===== config.mk =====
export PLATFORM = sky130hd
export DESIGN_NAME = cart_header_top
export DESIGN_NICKNAME = d
export VERILOG_FILES = /design/src/common/cart_pkg.sv /design/src/common/cheat_pkg.sv /design/src/design/dl_capture.sv /design/src/header/region_decode.sv /design/src/header/cart_id_match.sv /design/src/design/cheat_loader.sv /design/src/design/cart_header_top.sv
export SDC_FILE = /design/constraint.sdc
export NUM_CORES = 1
export LEC_CHECK = 0
export BUFFER_PORTS_ARGS = -buffer_cell sky130_fd_sc_hd__buf_2
export CAP_MARGIN = 40
export CORE_ASPECT_RATIO = 0.9
export CORE_MARGIN = 4
export CORE_UTILIZATION = 40
export DETAILED_ROUTE_END_ITERATION = 16
export PLACE_DENSITY = 0.63
export SLEW_MARGIN = 20
export SYNTH_ARGS = -nofsm -noshare
export SYNTH_HDL_FRONTEND = slang
export SYNTH_SLANG_ARGS = --single-unit
export TNS_END_PERCENT = 100

===== constraint.sdc =====
create_clock -name clk_sys -period 3.4 [get_ports clk_sys]
set_clock_uncertainty 0.15 [all_clocks]
set_input_delay 0 -clock clk_sys [delete_from_list [all_inputs] [get_ports clk_sys]]
set_output_delay 0 -clock clk_sys [all_outputs]
set_load 0.05 [all_outputs]

===== src/common/cart_pkg.sv =====
////////////////////////////////////////////////////////////////////////////
// ROM download types and header map
////////////////////////////////////////////////////////////////////////////

`default_nettype none

package cart_pkg;

	typedef logic [24:0] dl_addr_t;       // Byte address of a download word
	typedef logic [15:0] dl_word_t;       // One download word
	typedef logic [3:0]  eeprom_map_t;
	typedef logic [2:0]  sf_map_t;        // Bootleg bank mapping
	typedef logic [7:0]  sensor_delay_t;  // Light-gun delay in pixels

	typedef enum logic [1:0] {
		JP = 2'd0,
		US = 2'd1,
		EU = 2'd2
	} region_t;

	// Region priority orders
	typedef logic [1:0] region_prio_t;
	localparam region_prio_t PRIO_US_EU_JP = 2'd0;
	localparam region_prio_t PRIO_EU_US_JP = 2'd1;
	localparam region_prio_t PRIO_US_JP_EU = 2'd2;
	localparam region_prio_t PRIO_JP_US_EU = 2'd3;

	// Header words strobed during a ROM download
	typedef enum logic [3:0] {
		NONE, ID0, ID1, ID2, ID3, ID4, ID5, CRC, ID_DONE, RGN0, RGN1, HDR_END
	} hdr_field_t;

	localparam dl_addr_t ADDR_ID0     = 25'h180;  // Serial string start
	localparam dl_addr_t ADDR_ID1     = 25'h182;
	localparam dl_addr_t ADDR_ID2     = 25'h184;
	localparam dl_addr_t ADDR_ID3     = 25'h186;
	localparam dl_addr_t ADDR_ID4     = 25'h188;
	localparam dl_addr_t ADDR_ID5     = 25'h18A;
	localparam dl_addr_t ADDR_CRC     = 25'h18E;
	localparam dl_addr_t ADDR_ID_DONE = 25'h190;  // First word past the serial
	localparam dl_addr_t ADDR_RGN0    = 25'h1F0;
	localparam dl_addr_t ADDR_RGN1    = 25'h1F2;
	localparam dl_addr_t ADDR_HDR_END = 25'h200;

	// Download index of cheat-code files
	localparam logic [7:0] CODE_INDEX = 8'hFF;

endpackage

`default_nettype wire


===== src/common/cheat_pkg.sv =====
////////////////////////////////////////////////////////////////////////////
// Cheat-code record layout
////////////////////////////////////////////////////////////////////////////

`default_nettype none

package cheat_pkg;

	typedef logic [31:0] cheat_word_t;    // One 32-bit field of a code
	typedef logic [3:0]  cheat_offset_t;  // Byte offset within a record

	// Word offsets in the 16-byte record, low word first
	localparam cheat_offset_t OFS_FLAGS_LO = 4'd0;
	localparam cheat_offset_t OFS_FLAGS_HI = 4'd2;
	localparam cheat_offset_t OFS_ADDR_LO  = 4'd4;
	localparam cheat_offset_t OFS_ADDR_HI  = 4'd6;
	localparam cheat_offset_t OFS_CMP_LO   = 4'd8;
	localparam cheat_offset_t OFS_CMP_HI   = 4'd10;
	localparam cheat_offset_t OFS_RPL_LO   = 4'd12;
	localparam cheat_offset_t OFS_RPL_HI   = 4'd14;  // Last word of a record

endpackage

`default_nettype wire


===== src/design/dl_capture.sv =====
////////////////////////////////////////////////////////////////////////////
// Download stream capture
////////////////////////////////////////////////////////////////////////////

`timescale 1ns/10ps
`default_nettype none

module dl_capture (
	input  logic                     clk_sys,
	input  logic                     RESET,
	input  logic                     dl_active,
	input  logic [7:0]               dl_index,
	input  logic                     dl_wr,
	input  cart_pkg::dl_addr_t       dl_addr,
	input  cart_pkg::dl_word_t       dl_data,
	output logic                     rom_start,
	output logic                     rom_end,
	output cart_pkg::dl_addr_t       rom_size,
	output cart_pkg::hdr_field_t     hdr_field,
	output cart_pkg::dl_word_t       hdr_word,
	output logic                     code_wr,
	output cheat_pkg::cheat_offset_t code_offset,
	output cart_pkg::dl_word_t       code_word
);
	import cart_pkg::*;

	logic       code_dl;
	logic       rom_dl;
	logic       rom_dl_d;   // Previous rom_dl for edge detection
	dl_addr_t   last_addr;  // Last ROM write address
	hdr_field_t field_sel;

	assign code_dl = dl_active && (dl_index == CODE_INDEX);
	assign rom_dl  = dl_active && (dl_index != CODE_INDEX);

	// Header address decode
	always_comb begin
		case (dl_addr)
			ADDR_ID0:     field_sel = ID0;
			ADDR_ID1:     field_sel = ID1;
			ADDR_ID2:     field_sel = ID2;
			ADDR_ID3:     field_sel = ID3;
			ADDR_ID4:     field_sel = ID4;
			ADDR_ID5:     field_sel = ID5;
			ADDR_CRC:     field_sel = CRC;
			ADDR_ID_DONE: field_sel = ID_DONE;
			ADDR_RGN0:    field_sel = RGN0;
			ADDR_RGN1:    field_sel = RGN1;
			ADDR_HDR_END: field_sel = HDR_END;
			default:      field_sel = NONE;
		endcase
	end

	always_ff @(posedge clk_sys) begin
		if (RESET) begin
			rom_dl_d  <= 1'b0;
			rom_start <= 1'b0;
			rom_end   <= 1'b0;
			rom_size  <= '0;
			last_addr <= '0;
			hdr_field <= NONE;
			code_wr   <= 1'b0;
		end else begin
			rom_dl_d  <= rom_dl;
			rom_start <= rom_dl && !rom_dl_d;
			rom_end   <= !rom_dl && rom_dl_d;
			if (rom_dl && !rom_dl_d)
				last_addr <= '0;
			if (rom_dl && dl_wr)
				last_addr <= dl_addr;
			if (!rom_dl && rom_dl_d)
				rom_size <= last_addr;  // Download just ended
			hdr_field <= (rom_dl && dl_wr) ? field_sel : NONE;
			code_wr   <= code_dl && dl_wr;
		end
	end

	// Data path, header words turned big-endian
	always_ff @(posedge clk_sys) begin
		if (dl_wr) begin
			hdr_word    <= {dl_data[7:0], dl_data[15:8]};
			code_offset <= dl_addr[3:0];
			code_word   <= dl_data;
		end
	end

endmodule

`default_nettype wire


===== src/header/region_decode.sv =====
////////////////////////////////////////////////////////////////////////////
// Cartridge region decode and selection
////////////////////////////////////////////////////////////////////////////

`timescale 1ns/10ps
`default_nettype none

module region_decode (
	input  logic                   clk_sys,
	input  logic                   RESET,
	input  logic                   rom_start,
	input  logic                   rom_end,
	input  cart_pkg::hdr_field_t   hdr_field,
	input  cart_pkg::dl_word_t     hdr_word,
	input  cart_pkg::region_prio_t region_prio,
	input  logic                   auto_region_en,
	output cart_pkg::region_t      region_req,
	output logic                   region_set
);
	import cart_pkg::*;

	logic       hdr_j;
	logic       hdr_u;
	logic       hdr_e;
	logic       nxt_j;
	logic       nxt_u;
	logic       nxt_e;
	logic       hdr_ready;
	logic       hdr_ready_d;
	logic [7:0] byte_a;   // Byte at the even address
	logic [7:0] byte_b;   // Byte at the odd address
	logic [3:0] hex_adj;  // Hex letter A-F moved down to 10-15
	region_t    pick;

	assign byte_a  = hdr_word[15:8];
	assign byte_b  = hdr_word[7:0];
	assign hex_adj = byte_a[3:0] - 4'd7;

	////////////////////////////////////////////////////////////////////////////
	// Region flags from the header characters

	always_comb begin
		{nxt_e, nxt_u, nxt_j} = {hdr_e, hdr_u, hdr_j};
		if (hdr_field == RGN0 || hdr_field == RGN1) begin
			if (byte_a == "J")
				nxt_j = 1'b1;
			else if (byte_a == "U")
				nxt_u = 1'b1;
			else if (byte_a == "E")
				nxt_e = 1'b1;
			else if (hdr_field == RGN0 && byte_a >= "0" && byte_a <= "9")
				{nxt_e, nxt_u, nxt_j} = {byte_a[3], byte_a[2], byte_a[0]};
			else if (hdr_field == RGN0 && byte_a >= "A" && byte_a <= "F")
				{nxt_e, nxt_u, nxt_j} = {hex_adj[3], hex_adj[2], hex_adj[0]};

			// Second character of the old style field
			if (hdr_field == RGN0) begin
				if (byte_b == "J")
					nxt_j = 1'b1;
				else if (byte_b == "U")
					nxt_u = 1'b1;
				else if (byte_b == "E")
					nxt_e = 1'b1;
			end
		end
	end

	////////////////////////////////////////////////////////////////////////////
	// Priority choice, the order's first entry when nothing is flagged

	always_comb begin
		case (region_prio)
			PRIO_US_EU_JP: pick = hdr_u ? US : hdr_e ? EU : hdr_j ? JP : US;
			PRIO_EU_US_JP: pick = hdr_e ? EU : hdr_u ? US : hdr_j ? JP : EU;
			PRIO_US_JP_EU: pick = hdr_u ? US : hdr_j ? JP : hdr_e ? EU : US;
			PRIO_JP_US_EU: pick = hdr_j ? JP : hdr_u ? US : hdr_e ? EU : JP;
		endcase
	end

	always_ff @(posedge clk_sys) begin
		if (RESET) begin
			{hdr_e, hdr_u, hdr_j} <= 3'b000;
			hdr_ready   <= 1'b0;
			hdr_ready_d <= 1'b0;
			region_set  <= 1'b0;
			region_req  <= JP;
		end else begin
			if (rom_start)
				{hdr_e, hdr_u, hdr_j} <= 3'b000;
			else
				{hdr_e, hdr_u, hdr_j} <= {nxt_e, nxt_u, nxt_j};

			if (rom_end)
				hdr_ready <= 1'b0;
			else if (hdr_field == HDR_END)
				hdr_ready <= 1'b1;  // Whole header seen
			hdr_ready_d <= hdr_ready;

			if (hdr_ready && !hdr_ready_d && auto_region_en) begin
				region_req <= pick;
				region_set <= 1'b1;
			end
			if (!hdr_ready && hdr_ready_d)
				region_set <= 1'b0;
		end
	end

endmodule

`default_nettype wire


===== src/header/cart_id_match.sv =====
////////////////////////////////////////////////////////////////////////////
// Cartridge serial match and quirk lookup
////////////////////////////////////////////////////////////////////////////

`timescale 1ns/10ps
`default_nettype none

module cart_id_match #(
	parameter cart_pkg::sensor_delay_t DEFAULT_SENSOR_DELAY = 8'd44
) (
	input  logic                    clk_sys,
	input  logic                    RESET,
	input  logic                    rom_start,
	input  cart_pkg::hdr_field_t    hdr_field,
	input  cart_pkg::dl_word_t      hdr_word,
	output cart_pkg::eeprom_map_t   eeprom_map,
	output cart_pkg::sf_map_t       sf_map,
	output logic                    gun_type,
	output cart_pkg::sensor_delay_t gun_sensor_delay
);
	import cart_pkg::*;

	// Serial numbers, product code part of the string
	localparam logic [63:0] SER_EEP_MAP1 = "T-50446 ";
	localparam logic [63:0] SER_EEP_MAP2 = "MK-1215 ";
	localparam logic [63:0] SER_EEP_MAP3 = "T-081326";
	localparam logic [63:0] SER_GUN_FAST = "T-95096-";  // Second gun type
	localparam logic [63:0] SER_GUN_SLOW = "MK-1533 ";

	// Bootleg cartridges, start of the string
	localparam logic [47:0] SER_SF_001 = "SF-001";
	localparam logic [47:0] SER_SF_002 = "SF-002";
	localparam dl_word_t    CRC_SF_REV = 16'h3E08;

	localparam sensor_delay_t DELAY_GUN_FAST = 8'd52;
	localparam sensor_delay_t DELAY_GUN_SLOW = 8'd100;

	logic [87:0] cart_id;  // 11 serial characters, first one on top
	dl_word_t    crc;
	logic [63:0] id_tail;
	logic [47:0] id_head;

	assign id_tail = cart_id[63:0];
	assign id_head = cart_id[87:40];

	////////////////////////////////////////////////////////////////////////////
	// Serial and checksum assembly

	always_ff @(posedge clk_sys) begin
		case (hdr_field)
			ID0:     cart_id[87:72] <= hdr_word;
			ID1:     cart_id[71:56] <= hdr_word;
			ID2:     cart_id[55:40] <= hdr_word;
			ID3:     cart_id[39:24] <= hdr_word;
			ID4:     cart_id[23:8]  <= hdr_word;
			ID5:     cart_id[7:0]   <= hdr_word[15:8];  // 11th character only
			CRC:     crc            <= hdr_word;
			default: ;
		endcase
	end

	////////////////////////////////////////////////////////////////////////////
	// Quirk table

	always_ff @(posedge clk_sys) begin
		if (RESET || rom_start) begin
			eeprom_map       <= '0;
			sf_map           <= '0;
			gun_type         <= 1'b0;
			gun_sensor_delay <= DEFAULT_SENSOR_DELAY;
		end else if (hdr_field == ID_DONE) begin
			if (id_tail == SER_EEP_MAP1)
				eeprom_map <= 4'd1;
			else if (id_tail == SER_EEP_MAP2)
				eeprom_map <= 4'd2;
			else if (id_tail == SER_EEP_MAP3)
				eeprom_map <= 4'd3;
			else if (id_head == SER_SF_001)
				sf_map <= {crc == CRC_SF_REV, 2'b01};  // Top bit marks the later revision
			else if (id_head == SER_SF_002)
				sf_map <= {1'b1, 2'b10};

			// Light-gun type and sensor timing
			if (id_tail == SER_GUN_FAST) begin
				gun_type         <= 1'b1;
				gun_sensor_delay <= DELAY_GUN_FAST;
			end else if (id_tail == SER_GUN_SLOW) begin
				gun_type         <= 1'b0;
				gun_sensor_delay <= DELAY_GUN_SLOW;
			end else begin
				gun_type         <= 1'b0;
				gun_sensor_delay <= DEFAULT_SENSOR_DELAY;
			end
		end
	end

endmodule

`default_nettype wire


===== src/design/cheat_loader.sv =====
////////////////////////////////////////////////////////////////////////////
// Cheat-code record loader
////////////////////////////////////////////////////////////////////////////

`timescale 1ns/10ps
`default_nettype none

module cheat_loader (
	input  logic                     clk_sys,
	input  logic                     RESET,
	input  logic                     code_wr,
	input  cheat_pkg::cheat_offset_t code_offset,
	input  cart_pkg::dl_word_t       code_word,
	output logic                     code_clear,
	output logic                     code_valid,
	output cheat_pkg::cheat_word_t   code_flags,
	output cheat_pkg::cheat_word_t   code_addr,
	output cheat_pkg::cheat_word_t   code_compare,
	output cheat_pkg::cheat_word_t   code_replace
);
	import cheat_pkg::*;

	logic rec_first;  // Still in the first record after reset
	logic rec_last;   // Word completes a record

	assign rec_last = code_wr && (code_offset == OFS_RPL_HI);

	// Record fields, low word first
	always_ff @(posedge clk_sys) begin
		if (code_wr) begin
			case (code_offset)
				OFS_FLAGS_LO: code_flags[15:0]    <= code_word;
				OFS_FLAGS_HI: code_flags[31:16]   <= code_word;
				OFS_ADDR_LO:  code_addr[15:0]     <= code_word;
				OFS_ADDR_HI:  code_addr[31:16]    <= code_word;
				OFS_CMP_LO:   code_compare[15:0]  <= code_word;
				OFS_CMP_HI:   code_compare[31:16] <= code_word;
				OFS_RPL_LO:   code_replace[15:0]  <= code_word;
				OFS_RPL_HI:   code_replace[31:16] <= code_word;
				default: ;
			endcase
		end
	end

	always_ff @(posedge clk_sys) begin
		if (RESET) begin
			code_valid <= 1'b0;
			code_clear <= 1'b0;
			rec_first  <= 1'b1;
		end else begin
			code_valid <= rec_last && !code_addr[31];  // Bit 31 marks a disabled code
			code_clear <= code_wr && (code_offset == OFS_FLAGS_LO) && rec_first;
			if (rec_last)
				rec_first <= 1'b0;
		end
	end

endmodule

`default_nettype wire


===== src/design/cart_header_top.sv =====
////////////////////////////////////////////////////////////////////////////
// Cartridge header inspection top
////////////////////////////////////////////////////////////////////////////

`timescale 1ns/10ps
`default_nettype none

module cart_header_top #(
	parameter cart_pkg::sensor_delay_t DEFAULT_SENSOR_DELAY = 8'd44
) (
	input  logic                    clk_sys,
	input  logic                    RESET,
	input  logic                    dl_active,
	input  logic [7:0]              dl_index,
	input  logic                    dl_wr,
	input  cart_pkg::dl_addr_t      dl_addr,
	input  cart_pkg::dl_word_t      dl_data,
	input  cart_pkg::region_prio_t  region_prio,
	input  logic                    auto_region_en,
	output cart_pkg::region_t       region_req,
	output logic                    region_set,
	output cart_pkg::dl_addr_t      rom_size,
	output cart_pkg::eeprom_map_t   eeprom_map,
	output cart_pkg::sf_map_t       sf_map,
	output logic                    gun_type,
	output cart_pkg::sensor_delay_t gun_sensor_delay,
	output logic                    code_clear,
	output logic                    code_valid,
	output cheat_pkg::cheat_word_t  code_flags,
	output cheat_pkg::cheat_word_t  code_addr,
	output cheat_pkg::cheat_word_t  code_compare,
	output cheat_pkg::cheat_word_t  code_replace
);
	import cart_pkg::*;
	import cheat_pkg::*;

	logic          rom_start;
	logic          rom_end;
	hdr_field_t    hdr_field;
	dl_word_t      hdr_word;   // Big-endian header word
	logic          code_wr;
	cheat_offset_t code_offset;
	dl_word_t      code_word;

	dl_capture i_capture (
		.clk_sys     (clk_sys),
		.RESET       (RESET),
		.dl_active   (dl_active),
		.dl_index    (dl_index),
		.dl_wr       (dl_wr),
		.dl_addr     (dl_addr),
		.dl_data     (dl_data),
		.rom_start   (rom_start),
		.rom_end     (rom_end),
		.rom_size    (rom_size),
		.hdr_field   (hdr_field),
		.hdr_word    (hdr_word),
		.code_wr     (code_wr),
		.code_offset (code_offset),
		.code_word   (code_word)
	);

	region_decode i_region (
		.clk_sys        (clk_sys),
		.RESET          (RESET),
		.rom_start      (rom_start),
		.rom_end        (rom_end),
		.hdr_field      (hdr_field),
		.hdr_word       (hdr_word),
		.region_prio    (region_prio),
		.auto_region_en (auto_region_en),
		.region_req     (region_req),
		.region_set     (region_set)
	);

	cart_id_match #(
		.DEFAULT_SENSOR_DELAY (DEFAULT_SENSOR_DELAY)
	) i_cart_id (
		.clk_sys          (clk_sys),
		.RESET            (RESET),
		.rom_start        (rom_start),
		.hdr_field        (hdr_field),
		.hdr_word         (hdr_word),
		.eeprom_map       (eeprom_map),
		.sf_map           (sf_map),
		.gun_type         (gun_type),
		.gun_sensor_delay (gun_sensor_delay)
	);

	cheat_loader i_cheat (
		.clk_sys      (clk_sys),
		.RESET        (RESET),
		.code_wr      (code_wr),
		.code_offset  (code_offset),
		.code_word    (code_word),
		.code_clear   (code_clear),
		.code_valid   (code_valid),
		.code_flags   (code_flags),
		.code_addr    (code_addr),
		.code_compare (code_compare),
		.code_replace (code_replace)
	);

endmodule

`default_nettype wire


Yosys cells after proc, flatten, opt, wreduce, memory -nomap -nowiden --
Index checks and enable logic that the tools add are counted.
Cells by class: mux-type cells 48, equality and inequality tests 48, add/sub/neg operators 1, bitwise logic cells 4, $lt $le $gt $ge 4, reductions and logical operators 43
Operators with widths (number):
- $eq A64 B63 Y1 const B | 5
- $eq A25 B9 Y1 const B | 10
- $eq A48 B47 Y1 const B | 2
- $mux W25 | 2
- $eq A8 B7 Y1 const B | 6
- $pmux W4 S11 | 1
- $eq A4 B4 Y1 const B | 8
- $mux W1 | 26
- $eq A25 B10 Y1 const B | 1
- $eq A4 B3 Y1 const B | 6
- $mux W2 | 11
- $reduce_and A2 Y1 | 9
- $logic_and A1 B1 Y1 | 17
- $eq A16 B14 Y1 const B | 1
- $eq A4 B2 Y1 const B | 3
- $mux W4 | 3
- $eq A8 B8 Y1 const B | 1
- $ge A8 B6 Y1 const B | 1
- $ge A8 B7 Y1 const B | 1
- $le A8 B6 Y1 const B | 1
- $le A8 B7 Y1 const B | 1
- $mux W8 | 1
- $ne A8 B8 Y1 const B | 1
- $pmux W2 S4 | 1
- 15 further kinds | 29
Storage, ports and cells: word-level logic and storage cells 187, bits in registers 353, output and inout port bits 174

Longest topological paths before layout --
Gate-level depths: netlist of the first run.
word-level depth 12, gate-level depth with buffers 7, mapped depth without buffers 5

Hierarchy --
A second synthesis of the first run with hierarchy kept.
Unflattened totals: cells, all modules 734, area, all modules 11741.3 µm²
Modules (own cells, without submodules):
- cart_id_match | cells each 240, area an instance 4170.2 µm², sequential area each 3283.1 µm², instances 1
- cheat_loader | cells each 149, area an instance 4023.9 µm², sequential area each 3903.7 µm², instances 1
- dl_capture | cells each 269, area an instance 2935.3 µm², sequential area each 1761.7 µm², instances 1
- region_decode | cells each 76, area an instance 611.8 µm², sequential area each 160.2 µm², instances 1

Least setup slack after synthesis of the first run --
Ideal clock, no wire load.
kind register -> register, from register i_capture.code_offset[1], to register i_cheat.code_flags[0] (enable), required time 2.839 ns, stages on the path, launching flop included 3, path slack 0.796 ns, library setup time 0.411 ns, arrival time 2.043 ns, path through edfxtp_1 -> or3b_2 -> nor3_1
Between the ends: longest elaborated chain between the ends 2
Ends and longest elaborated chain:
- start, declared | RTL line dl_capture.sv:22 | output cheat_pkg::cheat_offset_t code_offset,
- start signal, assigned | RTL line dl_capture.sv:82 | code_offset <= dl_addr[3:0];
- $logic_not A4 Y1 | RTL line cheat_loader.sv:31 | case (code_offset)
- $reduce_and A2 Y1 (no line)
- end signal, assigned | RTL line cheat_loader.sv:32 | OFS_FLAGS_LO: code_flags[15:0] <= code_word;
- end, declared | RTL line cheat_loader.sv:16 | output cheat_pkg::cheat_word_t code_flags,
Every way passes these cells. A chain may end at the register's enable or synchronous reset.

Final worst setup path of the first run --
from input port dl_index[0], to register i_capture.last_addr[24]
Between the ends: longest elaborated chain between the ends 4, elaborated cells on any way between the ends 6
Ends and longest elaborated chain:
- start, declared | RTL line cart_header_top.sv:14 | input logic [7:0] dl_index,
- $ne A8 B8 Y1 (*) | RTL line dl_capture.sv:34 | assign rom_dl = dl_active && (dl_index != CODE_INDEX);
- $logic_and A1 B1 Y1 (*) | RTL line dl_capture.sv:34
- $logic_and A1 B1 Y1, on equally long branches | RTL line dl_capture.sv:69, dl_capture.sv:67
- $mux W25 or $reduce_bool A2 Y1 (tied branches)
- end signal, assigned | RTL line dl_capture.sv:70 | last_addr <= dl_addr;
- end, declared | RTL line dl_capture.sv:30 | dl_addr_t last_addr;
Mark *: on every way between the ends. The rest lies on a longest branch, timed or not.

==> results of run 1 <==
## cells in the mapped netlist, types with 8 or more instances
cell type  number
nor3_1         18
edfxtp_1      252
buf_4           8
inv_1          11
nand3_1        12
a22oi_1        25
o21ai_0        18
nor4_1         14
nor4bb_1       12
clkbuf_1       18
nor4b_1        16
dfxtp_1        77
nand4_1        15
nor2_1         54
nand2b_1        8
a21oi_1        34
nand2_1        71
## metrics by stage
| step | setup WS [ps] | hold WS, ps | power [mW] | area (µm²) | instances |
|---|---|---|---|---|---|
| after floorplan | 796.1 | -51.13 | 4.629 | 11550 | 752 |
| after detailed placement | 1032 | 28.09 | 4.792 | 13260 | 1339 |
| after global placement | 1048 | 26.34 | 4.785 | 13230 | 1337 |
| final | 611.0 | 65.80 | 8.406 | 15040 | 1469 |
| after global routing | 541.3 | 61.66 | 8.664 | 15040 | 1469 |
| after CTS | 445.7 | 37.08 | 8.458 | 15030 | 1468 |
## sequential cells by signal (all words and copies together), names as in the netlist, 3 cells and up
name and cells:
i_capture.rom_size 25, i_cart_id.crc 16, i_cheat.code_replace 32, i_cart_id.cart_id 88
i_cheat.code_flags 32, i_capture.hdr_field 4, i_cart_id.sf_map 3, i_capture.code_word 15
i_capture.last_addr 25, i_cheat.code_compare 32, i_capture.code_offset 4, i_cart_id.gun_sensor_delay 3
i_cheat.code_addr 32
## metal layers
metal  vias up  routed length [µm]  track usage, %
met4         0                 440           4.372
met3        40                2450           4.825
li1       3535                   -               -
met5         -                   0               0
met1      3896               12790           25.22
met2       331               14660           30.21
## power by group through the flow
| stage | clock network (mW) | logic (mW) | registers, mW |
|---|---|---|---|
| after CTS | 3.70 | 0.323 | 4.44 |
| after floorplan | 0 | 0.102 | 4.53 |
| after global placement | 0 | 0.264 | 4.52 |
| after global routing | 3.87 | 0.351 | 4.44 |
| after detailed placement | 0 | 0.270 | 4.52 |
| final | 3.64 | 0.328 | 4.44 |
## repair_timing
action,in CTS,in global routing
buffers inserted,0,0
hold buffers,66,0
setup endpoints to repair,0,0
hold endpoints to repair,86,0
gates resized for setup,0,0
## critical path, cell delays in order
cell	delay [ps]
dlygate4sd3_1	520
buf_2	100
nand4_1	80
dlygate4sd3_1	590
or2_2	290
dlygate4sd3_1	560
nand2_1	180
o21ai_0	130
dlygate4sd3_1	570
## how the worst max path moves through the flow
stage | startpoint | endpoint | slack (ps)
after detailed placement | i_cart_id.cart_id[1]$_DFFE_PN_ | i_cart_id.gun_sensor_delay[3]$_SDFFE_PP1P_ | 1030
final | dl_index[0] | i_capture.last_addr[24]$_SDFFE_PP0P_ | 610
after global placement | i_capture.hdr_field[3]$_SDFF_PP0_ | i_cart_id.sf_map[1]$_SDFFE_PP0P_ | 1050
after global routing | dl_index[0] | i_capture.last_addr[24]$_SDFFE_PP0P_ | 540
after floorplan | i_capture.code_offset[1]$_DFFE_PP_ | i_cheat.code_flags[0]$_DFFE_PP_ | 800
after CTS | dl_index[4] | i_capture.last_addr[23]$_SDFFE_PP0P_ | 450
## area by class of cell
| cell class | instances | area, µm² |
|---|---|---|
| fill | 2315 | 13120 |
| multi-input combinational | 386 | 2303 |
| clock buffer | 43 | 937.1 |
| inverter | 11 | 41.29 |
| timing repair buffer | 320 | 2034 |
| tap | 360 | 450.4 |
| clock inverter | 20 | 165.2 |
| sequential | 329 | 9109 |
## kinds of logic (layout without fill, tap and decap cells)
group                     after synthesis  count (layout)  share of synthesized area (%)
AOI/OAI and AO/OA                     111             111                          6.380
muxes                                   3               3                         0.2604
buffers and inverters                  37             394                          1.465
other                                   2               7                        0.06512
DFF                                   329             329                          78.98
and+or+nand+nor                       264             264                          12.77
xor gates and xnor gates                1               1                        0.07596
==> impl_metrics.toml, run 1 <==
[synthesis]
ys_warn_count = 0
yosysTopAreaCell = "edfxtp_1"
yosysSeqAreaShare_pct = 78.98
synth_cells = 747
netlist_area_um2 = 11530
synth_ff_type = "edfxtp_1"
ys_ff_latch = 329
ys_top_cells_by_area = "edfxtp_1 66%, dfxtp_1 13%, nand2_1 2.3%"
syn_area_per_cell_um2 = 15.44
synthDominantCellAreaShare_pct = 65.62
ys_types = 60
synth_edf_count = 252
ys_async_sr_fraction_pct = 0

[cells_and_area]
area_growth_pct = 30.42
final_common_cell = "edfxtp_1"
diodes = 0
layout-drive-gt1-share_pct = 29.67
final_util_pct = 53.42
nets = 1139
final_cell_mix = "252 x edfxtp_1, 222 x buf_2, 77 x dfxtp_1"

[timing]
rsz0062_at_grt = "false"
setup_tns_ps = 0
worstMarginPinSlew_ps = 766.2
max_slew_margin_pct = 48.45
finalHoldViolCount = 0
finalSetupViolations = 0
fin_crit_ps = 2789
max_freq_mhz = 358.6
slew_violations = 0
finalCritPeriodShare_pct = 82.03

[hold_path]
hold_class = "input port to register"
holdPathEnd = "i_capture.code_word[14]$_DFFE_PP_"
whs_path_depth = 2
min_from = "dl_data[14]"

[clock_tree]
htree_num_levels = 2
tritoncts = "yes"
clock-sinks = 329
clock_tree.buffer_depth = 3
insertion_delay_ps = 510
clk_pin_slew_ps = 60
cts_made_buffers = 35
cts-root-buf = "clkbuf_16"

[setup_path]
cp-start-kind = "input port"
r2r_slack_ps = 1010
critPathCaptureType = "register"
reg2regPathDepth = 4
crit_type = "input port to register"
crit_required_ps = 3630
crit_arrival_ps = 3020
rr_startpoint = "i_cart_id.cart_id[1]$_DFFE_PN_"
path_max_fanout = 5
r2r_end = "i_cart_id.gun_sensor_delay[3]$_SDFFE_PP1P_"

[status]
status = "complete, no violations"

[pwr]
p_sw_share_pct = 21.15
p_per_area_nw_per_um2 = 558.9
power.internal_mw = 6.628
peakVddDrop_mv = 0.5126
comb_power_share_pct = 3.9
power.switching_mw = 1.778
p_leak_nw = 5.437
clock_power_share_pct = 43.3
seqPwrFrac_pct = 52.8

[drt]
dr.pass1.iters = 5
drt_iter0_markers = 641
remaining_drc_errors = 0
vias_per_cell = 5.311
post_drt_wl_per_cell_um = 20.65
num_vias = 7802
wirelength_um = 30340
postRouteAntennaNets = 0

[floorplanning]
die_w_um = 187.0
initial_utilization_pct = 40.96
die_area_um2 = 31610
core_area_um2 = 28160
placementRows = 58
ios = 230
die_h_um = 169.1

[global_route]
first_global_vias = 7708
grt_max_degree = 38
track_usage_pct = 18.53
overflow = 0
grt_pass1_wl_um = 46020
grt_antenna_before_repair = 0

[placement]
io_buffers = 222
finalWeightedCongestion = 0.8268
dpl.hpwl_um = 19500

[flow_run]
maxCapViolations = 0
Note: power is estimated with default switching activity, not from simulation.
==> run 2, diff against run 1 <==
--- a/config.mk
+++ b/config.mk
@@ -5,6 +5,7 @@
 export SDC_FILE = /design/constraint.sdc
 export NUM_CORES = 1
 export LEC_CHECK = 0
+export ABC_AREA = 1
 export BUFFER_PORTS_ARGS = -buffer_cell sky130_fd_sc_hd__buf_2
 export CAP_MARGIN = 40
 export CORE_ASPECT_RATIO = 0.9
==> constraint.sdc (replaced) <==
create_clock -name clk_sys -period 2.6 [get_ports clk_sys]
set_clock_uncertainty 0.15 [all_clocks]
set_input_delay 0 -clock clk_sys [delete_from_list [all_inputs] [get_ports clk_sys]]
set_output_delay 0 -clock clk_sys [all_outputs]
set_load 0.05 [all_outputs]
==> impl_metrics.toml, run 2 <==
[global_route]
grt_pass1_wl_um = 49310
overflow = 0
grt_max_degree = 29
track_usage_pct = 19.12
first_global_vias = 8474
grt_antenna_before_repair = 0

[cells_and_area]
layout-drive-gt1-share_pct = 24.02
final_cell_mix = "252 x edfxtp_1, 222 x buf_2, 183 x nor2_1"
area_growth_pct = 28.55
final_cells = 1777
final_common_cell = "edfxtp_1"
diodes = 0
top_register = "i_cart_id.cart_id"
largest_reg_flops = 88
nets = 1406
finalInstanceArea_um2 = 15680

[clock_tree]
clock_tree.buffer_depth = 3
cts-root-buf = "clkbuf_16"
insertion_delay_ps = 510
clock-sinks = 329
tritoncts = "yes"
htree_num_levels = 2
cts_made_buffers = 36
clk_pin_slew_ps = 60
cts_setup_buffers = 0

[synthesis]
synth_edf_count = 252
ys_top_cells_by_area = "edfxtp_1 62%, dfxtp_1 13%, nor2_1 5.7%"
syn_area_per_cell_um2 = 12.15
ys_top_cells_by_count = "252 x edfxtp_1, 184 x nor2_1, 143 x nand2_1"
ys_async_sr_fraction_pct = 0
synthDominantCellAreaShare_pct = 62.02
synth_most_common_cell = "edfxtp_1"
yosysTopAreaCell = "edfxtp_1"
ys_types = 41
ys_warn_count = 0
netlist_area_um2 = 12200
yosysSeqAreaShare_pct = 74.66
ys_ff_latch = 329
synth_cells = 1004
synth_ff_type = "edfxtp_1"

[floorplanning]
ios = 230
placementRows = 60
initial_utilization_pct = 40.73
die_w_um = 192.1
die_area_um2 = 33360
die_h_um = 173.7
core_area_um2 = 29950

[timing]
rsz0062_at_grt = "false"
fin_crit_ps = 2472
setup_tns_ps = 0
slew_violations = 0
finalHoldViolCount = 0
finalSetupViolations = 0
max_freq_mhz = 404.5
worstMarginPinSlew_ps = 759.7
finalCritPeriodShare_pct = 95.08
max_slew_margin_pct = 49.29

[drt]
remaining_drc_errors = 0
wl_met2_um = 15280
postRouteAntennaNets = 0
num_vias = 8593
post_drt_wl_per_cell_um = 18.05
route.met3.wl_um = 2405
drt_iter0_markers = 690
dr.pass1.iters = 5
met1_length_um = 13920
highest_layer = "met4"
vias_per_cell = 4.836
wirelength_um = 32080

[setup_path]
crit_chain = "dlygate4sd3_1, buf_2, nand4_1, dlygate4sd3_1, or2_4, nand3_2, buf_6, nand3_1, a21oi_1, dlygate4sd3_1"
reg2regPathDepth = 10
crit_required_ps = 2900
crit_arrival_ps = 2770
slowest_stage = "dlygate4sd3_1"
max_stage_delay_ps = 580
path_max_fanout = 21
crit_type = "input port to register"
critPathCaptureType = "register"
cp-start-kind = "input port"
cp_common_cell = "dlygate4sd3_1"

[pwr]
power.switching_mw = 2.395
clock_power_share_pct = 42.3
seqPwrFrac_pct = 52.6
p_per_area_nw_per_um2 = 703.2
power.internal_mw = 8.634
comb_power_share_pct = 5.1
p_leak_nw = 6.171
peakVddDrop_mv = 0.4427
p_sw_share_pct = 21.72

[placement]
dp.cells = 1643
dpl.hpwl_um = 21720
placed_area_um2 = 13890
io_buffers = 222
finalWeightedCongestion = 0.8693

[hold_path]
hold_class = "input port to register"
whs_path_depth = 2

[flow_run]
maxCapViolations = 0

[status]
status = "complete, no violations"
==> run 2: kinds of logic after synthesis <==
group | synth area share (%)
buffers and inverters | 4.799
AOI/OAI and AO/OA | 3.846
and+or+nand+nor | 16.56
xor gates and xnor gates | 0.07180
other | 0.06156
DFF | 74.66
==> run 2: final timing paths <==
| path | from | endpoint | slack (ps) |
|---|---|---|---|
| worst max-delay path | dl_index[0] | i_capture.last_addr[4]$_SDFFE_PP0P_ | 130 |
| worst min register to register | i_capture.rom_end$_SDFF_PP0_ | i_region.hdr_ready$_SDFFE_PP0N_ | 230 |
| worst min-delay path | dl_data[3] | i_capture.code_word[3]$_DFFE_PP_ | 60 |
| worst max register to register | i_capture.code_word[5]$_DFFE_PP_ | i_region.hdr_j$_SDFFE_PP0P_ | 830 |
==> run 2: stage by stage <==
stage          hold slack [ps]  total power, mW  worst slack, ps  util, %
2_1_floorplan           -51.13            6.170            752.6        -
3_3_place_gp             27.80            6.386            862.5    46.37
3_5_place_dp             28.20            6.392            829.1    46.37
4_1_cts                  32.66            11.13            177.8    52.35
5_1_grt                  41.92            11.44            51.16    52.36
6_report                 55.51            11.03            127.8    52.36
==> run 2: repair_timing <==
item | in CTS | in global routing
setup endpoints to repair | 0 | 1
endpoints found under the hold margin | 80 | 0
hold buffers | 72 | 0
resized for setup | 0 | 1
==> run 2: area by class of cell <==
cell class	count	area, µm²
clock buffers	46	959.7
clock inverters	16	110.1
fillers	2546	14270
inverters	102	382.9
multi-input cells	553	2527
flip-flops and latches	329	9109
well taps	403	504.2
repair buffers	328	2091
==> run 2: routing by layer <==
layer	vias to the layer above	global-route usage (%)
li1	4120	-
met5	-	0
met1	4113	26.39
met3	42	4.088
met2	318	31.43
met4	0	4.070
==> run 2: worst max-delay path, delay by kind of cell <==
family | cells | cell delay [ps]
AO/OA/AOI/OAI | 1 | 160
AND/OR/NAND/NOR | 4 | 610
buffers and inverters | 5 | 1990
==> run 2: power by group through the flow <==
stage          Combinational (mW)  Sequential [mW]  Clock [mW]
2_1_floorplan               0.180             5.99           0
4_1_cts                     0.559             5.80        4.77
6_report                    0.566             5.80        4.66
5_1_grt                     0.610             5.80        5.02
3_3_place_gp                0.476             5.91           0
3_5_place_dp                0.482             5.91           0
==> run 3, diff against run 2 <==
--- a/config.mk
+++ b/config.mk
@@ -6,13 +6,14 @@
 export NUM_CORES = 1
 export LEC_CHECK = 0
 export ABC_AREA = 1
-export BUFFER_PORTS_ARGS = -buffer_cell sky130_fd_sc_hd__buf_2
+export BUFFER_PORTS_ARGS = -buffer_cell sky130_fd_sc_hd__buf_4
 export CAP_MARGIN = 40
 export CORE_ASPECT_RATIO = 0.9
 export CORE_MARGIN = 4
-export CORE_UTILIZATION = 40
+export CORE_UTILIZATION = 46
 export DETAILED_ROUTE_END_ITERATION = 16
-export PLACE_DENSITY = 0.63
+export HOLD_SLACK_MARGIN = 0.02
+export PLACE_DENSITY = 0.7
 export SLEW_MARGIN = 20
 export SYNTH_ARGS = -nofsm -noshare
 export SYNTH_HDL_FRONTEND = slang
==> impl_metrics.toml, run 3 (same netlist as run 2, synthesis figures left out) <==
[status]
status = "complete, no violations"

[cells_and_area]
final_cells = 1727
final_cell_mix = "254 x buf_4, 252 x edfxtp_1, 183 x nor2_1"
layout-drive-gt1-share_pct = 24.15
top_register = "i_cart_id.cart_id"
area_growth_pct = 33.14
final_util_pct = 62.32
nets = 1409
diodes = 0
fillers = 2019
final_common_cell = "buf_4"
largest_reg_flops = 88

[floorplanning]
core_area_um2 = 26070
die_w_um = 179.7
placementRows = 56
initial_utilization_pct = 46.81
die_h_um = 162.5
ios = 230
die_area_um2 = 29200

[timing]
rsz0062_at_grt = "true"
max_freq_mhz = 386.1
worstMarginPinSlew_ps = 809.6
fin_crit_ps = 2590
finalHoldViolCount = 0
finalCritPeriodShare_pct = 99.60
max_slew_margin_pct = 45.97
hold_ws_ps = 67.65
slew_violations = 0
finalSetupViolations = 0

[pwr]
p_per_area_nw_per_um2 = 678.3
seqPwrFrac_pct = 52.7
clock_power_share_pct = 41.7
comb_power_share_pct = 5.6
p_sw_share_pct = 21.85
power.internal_mw = 8.611
p_leak_nw = 6.363
power.switching_mw = 2.408
peakVddDrop_mv = 0.4785

[clock_tree]
tritoncts = "yes"
cts-root-buf = "clkbuf_16"
clock_tree.buffer_depth = 3
cts_made_buffers = 35
insertion_delay_ps = 510
htree_num_levels = 2
clk_pin_slew_ps = 60
clock-sinks = 329

[hold_path]
hold_class = "input port to register"

[setup_path]
max_stage_delay_ps = 610
cp_common_cell = "dlygate4sd3_1"
crit_chain = "dlygate4sd3_1, buf_4, nand4_1, dlygate4sd3_1, or2_4, nand2_4, or2_4, nand3_1, a21oi_1, dlygate4sd3_1"
path_max_fanout = 26
crit_type = "input port to register"
cp-start-kind = "input port"
critPathBufInv = 4
crit_arrival_ps = 2880
slowest_stage = "dlygate4sd3_1"
critPathCaptureType = "register"
crit_family = "buffers and inverters"
crit_required_ps = 2890

[drt]
drt_iter0_markers = 766
post_drt_wl_per_cell_um = 19.01
wl_met2_um = 16030
met1_length_um = 13540
remaining_drc_errors = 0
route.met3.wl_um = 2656
vias_per_cell = 5.055
wirelength_um = 32830
num_vias = 8730
highest_layer = "met4"
dr.pass1.iters = 5
postRouteAntennaNets = 0

[global_route]
track_usage_pct = 21.88
grt_antenna_before_repair = 0
first_global_vias = 8646
overflow = 0
grt_max_degree = 29
grt_pass1_wl_um = 49880

[placement]
dpl.hpwl_um = 21840
io_buffers = 222
finalWeightedCongestion = 0.8677
dp.cells = 1587

[flow_run]
maxCapViolations = 0
[run 3: cell types whose count changed in the layout (fill, tap and decap cells not counted), sizes merged]
cell / previous run / this run
dlygate4sd3: 72 / 73
clkbuf: 46 / 43
clkinvlp: 2 / 3
buf: 256 / 257
inv: 104 / 102
dlymetal6s4s: 0 / 1
clkinv: 11 / 17
[run 3: metal layers]
metal,vias to the layer above,global-route usage [%]
li1,4119,-
met3,50,4.846
met5,-,0
met2,332,37.74
met4,0,4.501
met1,4229,28.94
[run 3: cell type report]
| class | instances | area (µm²) | share of cell area, % |
|---|---|---|---|
| repair inverters | 1 | 7.507 | 0.04622 |
| repair buffers | 331 | 2701 | 16.63 |
| well taps | 348 | 435.4 | 2.681 |
| clock inverters | 20 | 131.4 | 0.8088 |
| multi-input cells | 553 | 2540 | 15.64 |
| clock buffers | 43 | 927.1 | 5.708 |
| flip-flops and latches | 329 | 9109 | 56.08 |
| inverters | 102 | 391.6 | 2.411 |
[run 3: worst paths after layout]
path | from | endpoint | slack, ps | cells past startpoint
setup reg to reg | i_capture.rom_dl_d$_SDFF_PP0_ | i_capture.last_addr[5]$_SDFFE_PP0P_ | 730 | 4
hold / removal | dl_data[14] | i_capture.code_word[14]$_DFFE_PP_ | 70 | 2
setup / recovery | dl_index[0] | i_capture.last_addr[5]$_SDFFE_PP0P_ | 10 | 10
hold reg to reg | i_capture.rom_end$_SDFF_PP0_ | i_region.hdr_ready$_SDFFE_PP0N_ | 250 | 1
[run 3: what timing repair did]
action | CTS | global route
buffers inserted | 0 | 2
hold endpoints to repair | 89 | 0
gates resized for setup | 0 | 18
hold buffers | 74 | 0
setup endpoints to repair | 0 | 47
[run 3: power groups by stage]
stage	registers, mW	clock network, mW	logic (mW)
2_1_floorplan	5.99	0	0.180
3_3_place_gp	5.91	0	0.500
3_5_place_dp	5.92	0	0.508
4_1_cts	5.81	4.67	0.587
5_1_grt	5.81	4.92	0.654
6_report	5.81	4.60	0.613
[run 3: metrics by stage]
stage / power [mW] / worst slack (ps) / setup TNS (ps) / instance area [µm²]
2_1_floorplan: 6.170 / 752.6 / 0 / 12220
3_3_place_gp: 6.414 / 844.1 / 0 / 14370
3_5_place_dp: 6.425 / 812.0 / 0 / 14370
4_1_cts: 11.06 / 41.23 / 0 / 16170
5_1_grt: 11.39 / -55.57 / -136.2 / 16240
6_report: 11.02 / 10.28 / 0 / 16240
